[config.mk]
export PLATFORM = sky130hd
export DESIGN_NAME = am_top
export DESIGN_NICKNAME = d
export VERILOG_FILES = /design/src/hw/am_pkg.sv /design/src/hw/motor_cmd_if.sv /design/src/hw/am_top.sv /design/src/hw/motor_drv.sv /design/src/hw/am_ctl.sv /design/src/hw/am_img.sv /design/src/hw/step_lut.sv /design/src/hw/am_regs.sv
export SDC_FILE = /design/constraint.sdc
export NUM_CORES = 2
export LEC_CHECK = 0
export BUFFER_PORTS_ARGS = -buffer_cell sky130_fd_sc_hd__buf_2
export CAP_MARGIN = 40
export CELL_PAD_IN_SITES_DETAIL_PLACEMENT = 1
export CELL_PAD_IN_SITES_GLOBAL_PLACEMENT = 2
export CORE_UTILIZATION = 40
export DETAILED_ROUTE_END_ITERATION = 10
export PLACE_DENSITY_LB_ADDON = 0.15
export SLEW_MARGIN = 20
export SYNTH_ARGS = -nofsm -noshare
export SYNTH_HDL_FRONTEND = slang
export SYNTH_HIERARCHICAL = 1
export SYNTH_SLANG_ARGS = --single-unit
[constraint.sdc]
create_clock -name clk -period 5.3 [get_ports clk]
set_input_delay 0.265 -clock clk [delete_from_list [all_inputs] [get_ports clk]]
set_output_delay 0.265 -clock clk [all_outputs]
set_load 0.01 [all_outputs]
[src/hw/am_pkg.sv]
`default_nettype none

package am_pkg;

	// word addresses on the cfg bus
	localparam logic [3:0] REG_CTRL     = 4'h0; // mode in [1:0], write fires go
	localparam logic [3:0] REG_SPEED    = 4'h1; // cycles per step
	localparam logic [3:0] REG_STEP     = 4'h2; // signed step or abs target
	localparam logic [3:0] REG_DST      = 4'h3;
	localparam logic [3:0] REG_TOL      = 4'h4;
	localparam logic [3:0] REG_STATUS   = 4'h5; // {exe_done, running}
	localparam logic [3:0] REG_POS      = 4'h6;

	// table space, only while cfg_lut is high
	localparam logic [3:0] REG_LUT_BASE = 4'h0;

	typedef enum logic [1:0] {
		MODE_REL = 2'd0,
		MODE_ABS = 2'd1,
		MODE_IMG = 2'd2
	} move_mode_e;

endpackage

`default_nettype wire
[src/hw/motor_cmd_if.sv]
`timescale 1ns/1ps
`default_nettype none

interface motor_cmd_if #(
	parameter int STEP_W  = 32,
	parameter int SPEED_W = 16
);
	// command pulses, fields valid in the pulse cycle
	logic                     start;
	logic                     stop;
	logic                     mod_remain;
	logic [SPEED_W-1:0]       speed;
	logic signed [STEP_W-1:0] step;
	logic                     abs;        // step is a target position
	logic signed [STEP_W-1:0] new_remain;

	logic                     running;
	logic                     rt_dir;     // 1 while stepping toward negative
	logic signed [STEP_W-1:0] position;

	modport ctl (
		output start, stop, mod_remain, speed, step, abs, new_remain,
		input  running, rt_dir, position
	);

	modport drv (
		input  start, stop, mod_remain, speed, step, abs, new_remain,
		output running, rt_dir, position
	);
endinterface

`default_nettype wire

[src/hw/am_top.sv]
`timescale 1ns/1ps
`default_nettype none

module am_top import am_pkg::*; #(
	parameter int IMG_HW  = 12,
	parameter int STEP_W  = 32,
	parameter int SPEED_W = 16,
	parameter int LUT_AW  = 4,
	parameter bit L2R     = 1'b1
) (
	input  wire               clk,
	input  wire               resetn,
	input  wire               cfg_wr,
	input  wire               cfg_lut,
	input  wire [3:0]         cfg_addr,
	input  wire [31:0]        cfg_wdata,
	output wire [31:0]        cfg_rdata,
	input  wire               img_pulse,
	input  wire               img_lo_valid,
	input  wire [IMG_HW-1:0]  img_lo_y,
	input  wire               img_ro_valid,
	input  wire [IMG_HW-1:0]  img_ro_y,
	input  wire               img_li_valid,
	input  wire [IMG_HW-1:0]  img_li_y,
	input  wire               img_ri_valid,
	input  wire [IMG_HW-1:0]  img_ri_y,
	output wire               step_out,
	output wire               dir_out,
	output wire               busy,
	output wire               exe_done
);
	motor_cmd_if #(.STEP_W(STEP_W), .SPEED_W(SPEED_W)) motor ();

	move_mode_e               mode;
	logic [SPEED_W-1:0]       speed;
	logic signed [STEP_W-1:0] step;
	logic [IMG_HW-1:0]        dst, tol;
	logic                     go, arm;
	logic                     lut_we, rd_en;
	logic [LUT_AW-1:0]        lut_waddr, rd_addr;
	logic [STEP_W-1:0]        lut_wdata, rd_data;
	logic                     res_pulse, res_ok, res_start;
	logic signed [STEP_W-1:0] res_step;

	assign busy = motor.running;

	am_regs #(.IMG_HW(IMG_HW), .STEP_W(STEP_W), .SPEED_W(SPEED_W), .LUT_AW(LUT_AW)) u_regs (
		.clk, .resetn, .cfg_wr, .cfg_lut, .cfg_addr, .cfg_wdata, .cfg_rdata,
		.position(motor.position), .running(motor.running), .exe_done,
		.mode, .speed, .step, .dst, .tol, .go, .lut_we, .lut_waddr, .lut_wdata
	);

	step_lut #(.LUT_AW(LUT_AW), .STEP_W(STEP_W)) u_lut (
		.clk, .we(lut_we), .waddr(lut_waddr), .wdata(lut_wdata),
		.rd_en, .rd_addr, .rd_data
	);

	am_img #(.IMG_HW(IMG_HW), .STEP_W(STEP_W), .LUT_AW(LUT_AW), .L2R(L2R)) u_img (
		.clk, .resetn, .arm, .dst, .tol, .img_pulse,
		.img_lo_valid, .img_lo_y, .img_ro_valid, .img_ro_y,
		.img_li_valid, .img_li_y, .img_ri_valid, .img_ri_y,
		.running(motor.running), .rd_en, .rd_addr, .rd_data,
		.o_pulse(res_pulse), .o_step(res_step), .o_ok(res_ok), .o_should_start(res_start)
	);

	am_ctl #(.STEP_W(STEP_W), .SPEED_W(SPEED_W)) u_ctl (
		.clk, .resetn, .mode, .speed, .step, .go,
		.img_pulse_res(res_pulse), .img_step(res_step), .img_ok(res_ok),
		.img_should_start(res_start), .img_arm(arm), .exe_done, .motor(motor.ctl)
	);

	motor_drv #(.STEP_W(STEP_W), .SPEED_W(SPEED_W)) u_drv (
		.clk, .resetn, .motor(motor.drv), .step_out, .dir_out
	);

endmodule

`default_nettype wire

[src/hw/motor_drv.sv]
`timescale 1ns/1ps
`default_nettype none

module motor_drv #(
	parameter int STEP_W  = 32,
	parameter int SPEED_W = 16
) (
	input  wire       clk,
	input  wire       resetn,
	motor_cmd_if.drv  motor,
	output logic      step_out,
	output logic      dir_out
);
	logic                     running;
	logic                     dir;      // 1 toward negative
	logic [STEP_W-1:0]        remain;
	logic [SPEED_W-1:0]       spd;
	logic [SPEED_W-1:0]       div;
	logic signed [STEP_W-1:0] position;
	logic signed [STEP_W-1:0] delta;

	function automatic logic [STEP_W-1:0] mag(input logic signed [STEP_W-1:0] v);
		return v[STEP_W-1] ? -v : v;
	endfunction

	assign delta = motor.abs ? motor.step - position : motor.step;

	always_ff @(posedge clk) begin
		if (!resetn) begin
			running  <= 1'b0;
			dir      <= 1'b0;
			remain   <= '0;
			div      <= '0;
			position <= '0;
			step_out <= 1'b0;
		end else begin
			step_out <= 1'b0;
			if (motor.start) begin
				running <= 1'b1;
				dir     <= delta[STEP_W-1];
				remain  <= mag(delta);
				div     <= '0;
			end else if (motor.stop) begin
				running <= 1'b0;
				remain  <= '0;
			end else if (motor.mod_remain) begin
				remain <= mag(motor.new_remain); // same direction only
			end else if (running) begin
				if (remain == '0)
					running <= 1'b0;
				else if (div + 1'b1 >= spd) begin  // speed 0 acts as 1
					div      <= '0;
					step_out <= 1'b1;
					remain   <= remain - 1'b1;
					position <= dir ? position - 1'b1 : position + 1'b1;
				end else
					div <= div + 1'b1;
			end
		end
	end

	always_ff @(posedge clk) begin
		if (motor.start)
			spd <= motor.speed;
	end

	assign dir_out        = dir;
	assign motor.running  = running;
	assign motor.rt_dir   = dir;
	assign motor.position = position;

endmodule

`default_nettype wire

[src/hw/am_ctl.sv]
`timescale 1ns/1ps
`default_nettype none

module am_ctl import am_pkg::*; #(
	parameter int STEP_W  = 32,
	parameter int SPEED_W = 16
) (
	input  wire                       clk,
	input  wire                       resetn,
	input  wire move_mode_e           mode,
	input  wire  [SPEED_W-1:0]        speed,
	input  wire signed [STEP_W-1:0]   step,
	input  wire                       go,
	input  wire                       img_pulse_res,
	input  wire signed [STEP_W-1:0]   img_step,
	input  wire                       img_ok,
	input  wire                       img_should_start,
	output logic                      img_arm,
	output logic                      exe_done,
	motor_cmd_if.ctl                  motor
);
	logic img_mode;
	logic started;
	logic run_over;  // our move has been seen running
	logic want_neg;

	assign img_mode = (mode == MODE_IMG);
	assign img_arm  = img_mode;
	assign want_neg = img_step[STEP_W-1];

	always_ff @(posedge clk) begin
		if (!resetn || go) begin
			started  <= 1'b0;
			run_over <= 1'b0;
		end else begin
			if (motor.start)
				started <= 1'b1;
			if (started && motor.running)
				run_over <= 1'b1;
		end
	end

	always_ff @(posedge clk) begin
		if (!resetn || go)
			exe_done <= 1'b0;
		else if (img_mode) begin
			if (img_pulse_res)
				exe_done <= img_ok; // last frame decides
		end else if (run_over && !motor.running)
			exe_done <= 1'b1;
	end

	always_ff @(posedge clk) begin
		if (!resetn) begin
			motor.start      <= 1'b0;
			motor.stop       <= 1'b0;
			motor.mod_remain <= 1'b0;
		end else begin
			motor.start      <= 1'b0;
			motor.stop       <= 1'b0;
			motor.mod_remain <= 1'b0;
			if (!img_mode) begin
				motor.start <= go;
			end else if (img_pulse_res) begin
				if (img_should_start)
					motor.start <= 1'b1;
				else if (motor.running && (motor.rt_dir != want_neg))
					motor.stop <= 1'b1; // reversal needs a halt first
				else if (motor.running)
					motor.mod_remain <= 1'b1;
			end
		end
	end

	always_ff @(posedge clk) begin
		if (!img_mode && go) begin
			motor.speed <= speed;
			motor.step  <= step;
			motor.abs   <= (mode == MODE_ABS);
		end else if (img_mode && img_pulse_res) begin
			motor.speed      <= speed;
			motor.step       <= img_step;
			motor.abs        <= 1'b0;
			motor.new_remain <= img_step;
		end
	end

	// driver halts the cycle after a stop
	a_stop_halts: assert property (
		@(posedge clk) disable iff (!resetn)
		motor.stop |=> !motor.running
	) else $error("am_ctl: motor still running after a stop");

endmodule

`default_nettype wire

[src/hw/am_img.sv]
`timescale 1ns/1ps
`default_nettype none

module am_img #(
	parameter int IMG_HW = 12,
	parameter int STEP_W = 32,
	parameter int LUT_AW = 4,
	parameter bit L2R    = 1'b1
) (
	input  wire                       clk,
	input  wire                       resetn,
	input  wire                       arm,
	input  wire  [IMG_HW-1:0]         dst,
	input  wire  [IMG_HW-1:0]         tol,
	input  wire                       img_pulse,
	input  wire                       img_lo_valid,
	input  wire  [IMG_HW-1:0]         img_lo_y,
	input  wire                       img_ro_valid,
	input  wire  [IMG_HW-1:0]         img_ro_y,
	input  wire                       img_li_valid,
	input  wire  [IMG_HW-1:0]         img_li_y,
	input  wire                       img_ri_valid,
	input  wire  [IMG_HW-1:0]         img_ri_y,
	input  wire                       running,
	output logic                      rd_en,
	output logic [LUT_AW-1:0]         rd_addr,
	input  wire  [STEP_W-1:0]         rd_data,
	output logic                      o_pulse,
	output logic signed [STEP_W-1:0]  o_step,
	output logic                      o_ok,
	output logic                      o_should_start
);
	localparam int EW = IMG_HW + 1;
	localparam logic [EW-1:0] LUT_LAST = EW'(2**LUT_AW - 1);

	logic [IMG_HW+1:0]    edge_sum;
	logic [IMG_HW-1:0]    centre;
	logic                 s1_v, s1_frame;
	logic signed [EW-1:0] s1_err;
	logic [EW-1:0]        s1_abs;
	logic                 s2_v, s2_frame, s2_ok, s2_neg;
	logic                 neg;

	assign edge_sum = img_lo_y + img_ro_y + img_li_y + img_ri_y;
	assign centre   = edge_sum[IMG_HW+1:2]; // mean of four edges

	// capture
	always_ff @(posedge clk) begin
		if (!resetn)
			s1_v <= 1'b0;
		else
			s1_v <= img_pulse && arm;
	end

	always_ff @(posedge clk) begin
		if (img_pulse) begin
			s1_err   <= $signed({1'b0, dst}) - $signed({1'b0, centre});
			s1_frame <= img_lo_valid && img_ro_valid && img_li_valid && img_ri_valid;
		end
	end

	// address, clipped to last entry
	assign s1_abs  = s1_err[EW-1] ? -s1_err : s1_err;
	assign rd_addr = (s1_abs > LUT_LAST) ? '1 : LUT_AW'(s1_abs);
	assign rd_en   = s1_v;

	always_ff @(posedge clk) begin
		if (!resetn)
			s2_v <= 1'b0;
		else
			s2_v <= s1_v;
	end

	always_ff @(posedge clk) begin
		if (s1_v) begin
			s2_neg   <= s1_err[EW-1];
			s2_frame <= s1_frame;
			s2_ok    <= s1_frame && (s1_abs <= {1'b0, tol});
		end
	end

	// data, sign applied
	assign neg = L2R ? s2_neg : !s2_neg;

	always_ff @(posedge clk) begin
		if (!resetn)
			o_pulse <= 1'b0;
		else
			o_pulse <= s2_v;
	end

	always_ff @(posedge clk) begin
		if (s2_v) begin
			if (!s2_frame)
				o_step <= '0; // bad frame, no motion
			else
				o_step <= neg ? -$signed(rd_data) : $signed(rd_data);
			o_ok           <= s2_ok;
			o_should_start <= s2_frame && !s2_ok && !running;
		end
	end

	// frames must be spaced by at least two cycles
	a_pulse_gap: assert property (
		@(posedge clk) disable iff (!resetn) o_pulse |=> !o_pulse
	) else $error("am_img: back to back results");

endmodule

`default_nettype wire

[src/hw/step_lut.sv]
`timescale 1ns/1ps
`default_nettype none

module step_lut #(
	parameter int LUT_AW = 4,
	parameter int STEP_W = 32
) (
	input  wire                clk,
	input  wire                we,
	input  wire [LUT_AW-1:0]   waddr,
	input  wire [STEP_W-1:0]   wdata,
	input  wire                rd_en,
	input  wire [LUT_AW-1:0]   rd_addr,
	output logic [STEP_W-1:0]  rd_data
);
	// step magnitude per absolute error
	logic [STEP_W-1:0] mem [2**LUT_AW];

	always_ff @(posedge clk) begin
		if (we)
			mem[waddr] <= wdata;
		if (rd_en)
			rd_data <= mem[rd_addr]; // held between lookups
	end

	// host rewriting the entry a frame is looking up
	a_no_wr_rd_clash: assert property (
		@(posedge clk) (we && rd_en) |-> (waddr != rd_addr)
	) else $error("step_lut: write and lookup hit index %0d together", waddr);

endmodule

`default_nettype wire

[src/hw/am_regs.sv]
`timescale 1ns/1ps
`default_nettype none

module am_regs import am_pkg::*; #(
	parameter int IMG_HW  = 12,
	parameter int STEP_W  = 32,
	parameter int SPEED_W = 16,
	parameter int LUT_AW  = 4
) (
	input  wire                       clk,
	input  wire                       resetn,
	input  wire                       cfg_wr,
	input  wire                       cfg_lut,
	input  wire  [3:0]                cfg_addr,
	input  wire  [31:0]               cfg_wdata,
	output logic [31:0]               cfg_rdata,
	input  wire signed [STEP_W-1:0]   position,
	input  wire                       running,
	input  wire                       exe_done,
	output move_mode_e                mode,
	output logic [SPEED_W-1:0]        speed,
	output logic signed [STEP_W-1:0]  step,
	output logic [IMG_HW-1:0]         dst,
	output logic [IMG_HW-1:0]         tol,
	output logic                      go,
	output logic                      lut_we,
	output logic [LUT_AW-1:0]         lut_waddr,
	output logic [STEP_W-1:0]         lut_wdata
);
	logic              reg_wr;
	logic [LUT_AW-1:0] lut_idx;
	logic [STEP_W-1:0] lut_copy [2**LUT_AW]; // readback copy of the step table

	assign reg_wr  = cfg_wr && !cfg_lut;
	assign lut_idx = LUT_AW'(cfg_addr - REG_LUT_BASE);

	assign lut_we    = cfg_wr && cfg_lut;
	assign lut_waddr = lut_idx;
	assign lut_wdata = cfg_wdata[STEP_W-1:0];

	always_ff @(posedge clk) begin
		if (!resetn) begin
			mode  <= MODE_REL;
			speed <= SPEED_W'(1);
			step  <= '0;
			dst   <= '0;
			tol   <= '0;
			go    <= 1'b0;
		end else begin
			go <= reg_wr && (cfg_addr == REG_CTRL); // lands with the new mode
			if (reg_wr) begin
				case (cfg_addr)
					REG_CTRL:  mode  <= move_mode_e'(cfg_wdata[1:0]);
					REG_SPEED: speed <= cfg_wdata[SPEED_W-1:0];
					REG_STEP:  step  <= $signed(cfg_wdata[STEP_W-1:0]);
					REG_DST:   dst   <= cfg_wdata[IMG_HW-1:0];
					REG_TOL:   tol   <= cfg_wdata[IMG_HW-1:0];
					default: ;
				endcase
			end
		end
	end

	always_ff @(posedge clk) begin
		if (lut_we)
			lut_copy[lut_idx] <= lut_wdata;
	end

	always_comb begin
		cfg_rdata = '0;
		if (cfg_lut) begin
			cfg_rdata = 32'(lut_copy[lut_idx]);
		end else begin
			case (cfg_addr)
				REG_CTRL:   cfg_rdata = 32'(mode);
				REG_SPEED:  cfg_rdata = 32'(speed);
				REG_STEP:   cfg_rdata = 32'(step);
				REG_DST:    cfg_rdata = 32'(dst);
				REG_TOL:    cfg_rdata = 32'(tol);
				REG_STATUS: cfg_rdata = {30'd0, exe_done, running};
				REG_POS:    cfg_rdata = 32'(position); // sign extended
				default:    cfg_rdata = '0;
			endcase
		end
	end

endmodule

`default_nettype wire

* Word level (Yosys, flattened, before mapping)
Memories as Yosys holds them, arrays and structs flattened. A register that Yosys moved wholly into a read port is not among the register bits.
Cells that the tools add are included.
** Word-level totals
- Memories :: 2
- Output and inout bits :: 36
- Bits of input ports :: 93
- Register bits after elaboration :: 315
- Bits in writable memories :: 1024
** Memory list
- u_lut.mem :: depth 16, width 32, rd ports 1, clocked after Yosys merged registers in 1, write ports 1, RTL line step_lut.sv:17 : logic [STEP_W-1:0] mem [2**LUT_AW];
- u_regs.lut_copy :: depth 16, width 32, rd ports 1, clocked after Yosys merged registers in 0, write ports 1, RTL line am_regs.sv:32 : logic [STEP_W-1:0] lut_copy [2**LUT_AW];
** Operators by class
- $add $sub $neg :: 13
- Bitwise logic cells :: 9
- Reductions and logical operators :: 41
- Multiplexer cells :: 38
- Eq/ne operators :: 12
- $lt $le $gt $ge :: 3
** Operators by type and width (count)
- two-way mux 32 bit :: 14
- case mux 32 bit (7 select lines) :: 1
- negator 32 bit :: 3
- subtractor 32 x 1 -> 32 bit (second input constant) :: 2
- two-way mux 16 bit :: 3
- adder 32 x 1 -> 32 bit (second input constant) :: 1
- logical NOT 32 bit :: 1
- subtractor 32 bit :: 1
- adder 14 x 12 -> 14 bit :: 2
- two-way mux 1 bit :: 18
- adder 16 x 1 -> 16 bit (second input constant) :: 1
- greater-or-equal comparator 16 bit :: 1
- logical AND 1 bit :: 15
- AND reduction 2 bit :: 7
- adder 12 x 12 -> 13 bit :: 1
- > comparator 13 x 4 -> 1 bit (second input constant) :: 1
- less-or-equal comparator 13 x 12 -> 1 bit :: 1
- two-way mux 13 bit :: 1
- negator 13 bit :: 1
- subtractor 12 x 12 -> 13 bit :: 1
- equality test 4 x 3 -> 1 bit (second input constant) :: 3
- NOT 1 bit :: 9
- equality test 4 x 2 -> 1 bit (second input constant) :: 2
- nonzero test 4 bit :: 2
- 19 further kinds :: 24

* Logic depth before layout (Yosys ltp)
- Word-level depth :: 8
- Depth in mapped cells :: 18

* By module
The synthesis kept the hierarchy.
** By module, submodules not included
- am_regs :: area an instance 23556.3 um^2, instances 1, seq. area each 16876.2 um^2, cells each 1384
- step_lut :: area an instance 20155.6 um^2, instances 1, seq. area each 16335.7 um^2, cells each 838
- motor_drv :: area an instance 10344.9 um^2, instances 1, seq. area each 2142.1 um^2, cells each 1393
- am_img :: area an instance 4845.9 um^2, instances 1, seq. area each 1591.5 um^2, cells each 507
- am_ctl :: area an instance 3186.8 um^2, instances 1, seq. area each 2552.4 um^2, cells each 145

* Worst setup path before layout
OpenSTA, ideal clock, no wires.
- Kind :: input to register
- From :: in img_lo_y[3]
- To :: reg u_img.s1_err[11] (data pin)
- Setup slack :: 0.906 ns
- Arrival time :: 4.128 ns
- Stages on the path :: 17
- Cells stage by stage :: inv_1 -> fa_1 -> fa_1 -> inv_1 -> ha_1 -> nor3_1 -> a211oi_1 -> and4_1 -> a2111oi_0 -> a21oi_1 -> xnor2_1 -> ha_1 -> and3_1 -> a21oi_1 -> o21ai_0 -> o41ai_1 -> xnor2_1
** On the way
- Cells in the longest elaborated chain, start to end :: 4
** RTL lines
- start: declaration :: RTL line am_top.sv:20 : input wire [IMG_HW-1:0] img_lo_y,
- adder 12 x 12 -> 13 bit :: RTL line am_img.sv:44 : assign edge_sum = img_lo_y + img_ro_y + img_li_y + img_ri_y;
- adder 14 x 12 -> 14 bit (2 in series) :: RTL line am_img.sv:44
- subtractor 12 x 12 -> 13 bit :: RTL line am_img.sv:57 : s1_err <= $signed({1'b0, dst}) - $signed({1'b0, centre});
- end signal: assignment :: RTL line am_img.sv:57
- end: declaration :: RTL line am_img.sv:39 : logic signed [EW-1:0] s1_err;
Every way passes these cells.
A chain may end at the register's enable or synchronous reset.

* Worst setup path after layout
- From :: reg u_drv.div[0]
- To :: reg u_drv.position[31], in the netlist u_drv/motor.position[31]
** On the way
- Cells in the longest elaborated chain, start to end :: 3
** RTL lines
- start: declaration :: RTL line motor_drv.sv:18 : logic [SPEED_W-1:0] div;
- start signal: assignment :: RTL line motor_drv.sv:57 : div <= div + 1'b1;
- adder 16 x 1 -> 16 bit :: RTL line motor_drv.sv:51 : else if (div + 1'b1 >= spd) begin
- greater-or-equal comparator 16 bit :: RTL line motor_drv.sv:51
- AND reduction 6 bit (no source line)
- end signal: assignment :: RTL line motor_drv.sv:55 : position <= dir ? position - 1'b1 : position + 1'b1;
- end: declaration :: RTL line motor_drv.sv:19 : logic signed [STEP_W-1:0] position;
Every way passes these cells.

==> impl_metrics.env <==
export IMPL_outcome="complete, no violations"
export IMPL_ys_warn_count=6
export IMPL_via_per_inst=5.65
export IMPL_drive_gt1_share_pct=18.7
export IMPL_hold_end="u_regs/lut_copy[8][25]"
export IMPL_period_share_pct=87.2
export IMPL_grt_pass1_wl_mm=268
export IMPL_critPathLaunchType="flip-flop"
export IMPL_cts_repair_resize_count=0
export IMPL_cts_sinks=1371
export IMPL_start_util_pct=40.3
export IMPL_relSlewSlack_pct=39.7
export IMPL_hp_class="in2reg"
export IMPL_hold_path_depth=1
export IMPL_core_area_sq_um=154000
export IMPL_cts_hold_buf=14
export IMPL_min_from="cfg_wdata[25]"
export IMPL_synth_top_cell_area_share_pct=58.2
export IMPL_nets=4703
export IMPL_syn_inst=4267
export IMPL_max_freq_mhz=216
export IMPL_rrSetupSlack_ns=0.68
export IMPL_rr_endpoint="u_drv/motor.position[31]"
export IMPL_die_h_um=396
export IMPL_finalSetupViolCount=0
export IMPL_syn_area_per_cell_sq_um=14.6
export IMPL_rsz0062_at_grt="no"
export IMPL_yosysTopAreaCell="edfxtp_1"
export IMPL_synth_edff_count=1204
export IMPL_utilization_pct=45.9
export IMPL_grtUsageTotal_pct=23.5
export IMPL_antenna_found_initial=10
export IMPL_critPathKind="reg2reg"
export IMPL_timing_critical_path_mode_cell="and3_1"
export IMPL_m1WireLength_mm=82.5
export IMPL_synth_area_sq_um=62100
export IMPL_synth_area_top_cells="edfxtp_1, mux4_2, dfxtp_1, ha_1, mux2i_1"
export IMPL_regArea_sq_um=39500
export IMPL_die_x_um=396
export IMPL_dpl_cell_count=6340
export IMPL_rr_startpoint="u_drv/div[0]"
export IMPL_ys_flop_type="edfxtp_1"
export IMPL_grt_pass1_vias=38100
export IMPL_num_fill_cells=15200
export IMPL_layout_cells_non_filler=6631
export IMPL_wl_per_cell_um=28.0
export IMPL_powerDensity_nw_per_um2=337
export IMPL_io_pins=129
export IMPL_worst_hold_slack_ns=0.0448
export IMPL_routed_wl_mm=186
export IMPL_drv_slew=0
export IMPL_dieArea_sq_um=157000
export IMPL_max_cap_viol_count=0
export IMPL_clockRootBuffer="clkbuf_16"
export IMPL_rows=144
export IMPL_grt_max_degree=129
export IMPL_multi_input_area_sq_um=20800
export IMPL_wl_met2_mm=91.1
export IMPL_cp_slowest_stage_delay_ns=0.68
export IMPL_required_ns=6.00
export IMPL_globalRouteOverflowTotal=0
export IMPL_ant_nets=0
export IMPL_path_clk_slew_ns=0.06
export IMPL_reg2reg_depth=17
export IMPL_path_max_fanout=10
export IMPL_syn_to_final_growth_pct=14.0
export IMPL_crit_path_end_kind="flip-flop"
export IMPL_hold_viol_final=0
export IMPL_synth_async_reset_ratio_pct=0
export IMPL_cp_cell_sequence="and3_1, and3_1, and3_1, and3_1, and3_1, and3_1, xor2_1, ha_1, nand4_1, a211oi_1, o41ai_1, a31o_2, or3_1, nor4_1, mux2i_1, o21ai_1, mux2i_1"
export IMPL_ys_ff_latch=1371
export IMPL_synth_cell_type_count=100
export IMPL_worst_path_max_delay_cell="or3_1"
export IMPL_port_buffers=128
export IMPL_cts_tree="done"
export IMPL_worst_pin_slew_ns=0.905
export IMPL_p_leak_nw=24.4
export IMPL_drt_iter0_markers=2752
export IMPL_htree_levels=4
export IMPL_ir_drop_mv=0.287
export IMPL_met3_length_mm=8.44
export IMPL_crit_start="u_drv/div[0]"
export IMPL_gp_congestion=0.806
export IMPL_post_cts_buffers=0
export IMPL_cts_made_buffers=148
export IMPL_vias=37500
export IMPL_fin_tns_setup_ns=0
export IMPL_synth_seq_area_share_pct=63.6
export IMPL_fin_skew_ns=0.0591
export IMPL_insertion_delay_ns=0.79
export IMPL_cp_arrival_ns=5.33
export IMPL_dp_hpwl_mm=126
export IMPL_fin_crit_ns=4.62
export IMPL_fin_total_pwr_mw=23.8
export IMPL_drtPass1Iterations=5
export IMPL_ctsLongestPathBuffers=3
export IMPL_drc_errors=0
export IMPL_syn_nets=4505
export IMPL_maxUsedRoutingLayer="met5"
[metal layers]
layer	track usage (%)	up-vias
met5	0	-
met4	5.46	2
met3	3.05	221
met2	39.4	884
met1	32.5	19600
li1	-	16800
[layout make-up]
| cell class | instances | share of cell area, % |
|---|---|---|
| inverter | 169 | 0.898 |
| clock inverter | 79 | 1.19 |
| tap | 2044 | 3.61 |
| multi-input combinational | 2482 | 29.4 |
| timing repair buffer | 293 | 3.53 |
| sequential | 1371 | 55.8 |
| clock buffer | 187 | 5.50 |
| antenna | 6 | 0.0212 |
[synthesized netlist by cell type, types with 41 or more instances]
master    count
edfxtp_1   1204
nand2_1     303
a21oi_1     224
nor2_1      218
mux4_2      217
dfxtp_1     167
inv_1       166
a22oi_1     130
mux2i_1     122
ha_1        118
o21ai_0     118
clkbuf_1    100
xor2_1       89
xnor2_1      86
nand3_1      76
buf_4        67
nor3_1       55
nand2b_1     51
and2_1       46
buf_2        41
or3_1        41
[critical path: cells and delay by family (launching register included)]
family / cells / cell delay (ns)
adder cells (fa/ha/maj): 1 / 0.30
AND/OR/NAND/NOR: 9 / 2.67
AO/OA/AOI/OAI: 4 / 0.77
flip-flops: 1 / 0.39
XOR/XNOR: 1 / 0.09
multiplexers: 2 / 0.32
[cells by family after synthesis]
| group | count (synthesis) | share of synthesized area [%] |
|---|---|---|
| fa+ha+maj | 145 | 3.25 |
| mux | 402 | 11.1 |
| flops | 1371 | 63.6 |
| xor+xnor | 175 | 2.47 |
| buf+inv | 414 | 3.27 |
| compound gates | 795 | 8.44 |
| simple gates | 965 | 7.81 |
[cells in the final DEF (no fill, tap or decap), drive strengths merged, types with 43 or more instances in the layout]
cell	count
clkinv	68
xnor2	86
clkbuf	187
a21oi	224
nand2b	52
mux4	217
dfxtp	167
ha	118
nor2	220
a22oi	131
edfxtp	1204
mux2	63
inv	168
and2	47
xor2	89
or3	43
nor3	56
mux2i	122
nand3	77
nand2	305
o21ai	129
buf	277
[sequential cells by signal (all words and copies together), names as in the netlist, 32 cells and up]
name,count
u_drv/motor.position,32
u_lut/rd_data,32
u_ctl/motor.new_remain,32
u_regs/step,32
u_ctl/motor.step,32
u_img/o_step,32
u_lut/mem,512
u_regs/lut_copy,512
u_drv/remain,32
[where the power goes]
group | total [mW] | switching (mW) | leakage (nW) | internal (mW)
logic | 1.81 | 1.10 | 9.95 | 0.716
registers | 12.0 | 0.0999 | 12.2 | 11.9
clock network | 10.0 | 4.41 | 2.27 | 5.62
total | 23.8 | 5.61 | 24.4 | 18.2
[through the flow]
step / cell area, sq um / setup WS (ns)
final: 70800 / 0.678
after global routing: 70700 / 0.336
after CTS: 70700 / 0.617
after detailed placement: 65800 / 0.617
after global placement: 65200 / 0.652
after floorplan: 62100 / 0.906
[worst max-delay path by stage]
| stage | endpoint | slack [ns] | cells past startpoint |
|---|---|---|---|
| CTS | u_drv/motor.position[31] | 0.62 | 17 |
| finish | u_drv/motor.position[31] | 0.68 | 17 |
| detailed placement | u_img/s1_err[10] | 0.62 | 19 |
| global route | u_drv/motor.position[8] | 0.34 | 16 |
| floorplan | u_img/s1_err[11] | 0.91 | 17 |
| global placement | u_img/s1_err[10] | 0.65 | 19 |
(Power assumes the default switching activity.)
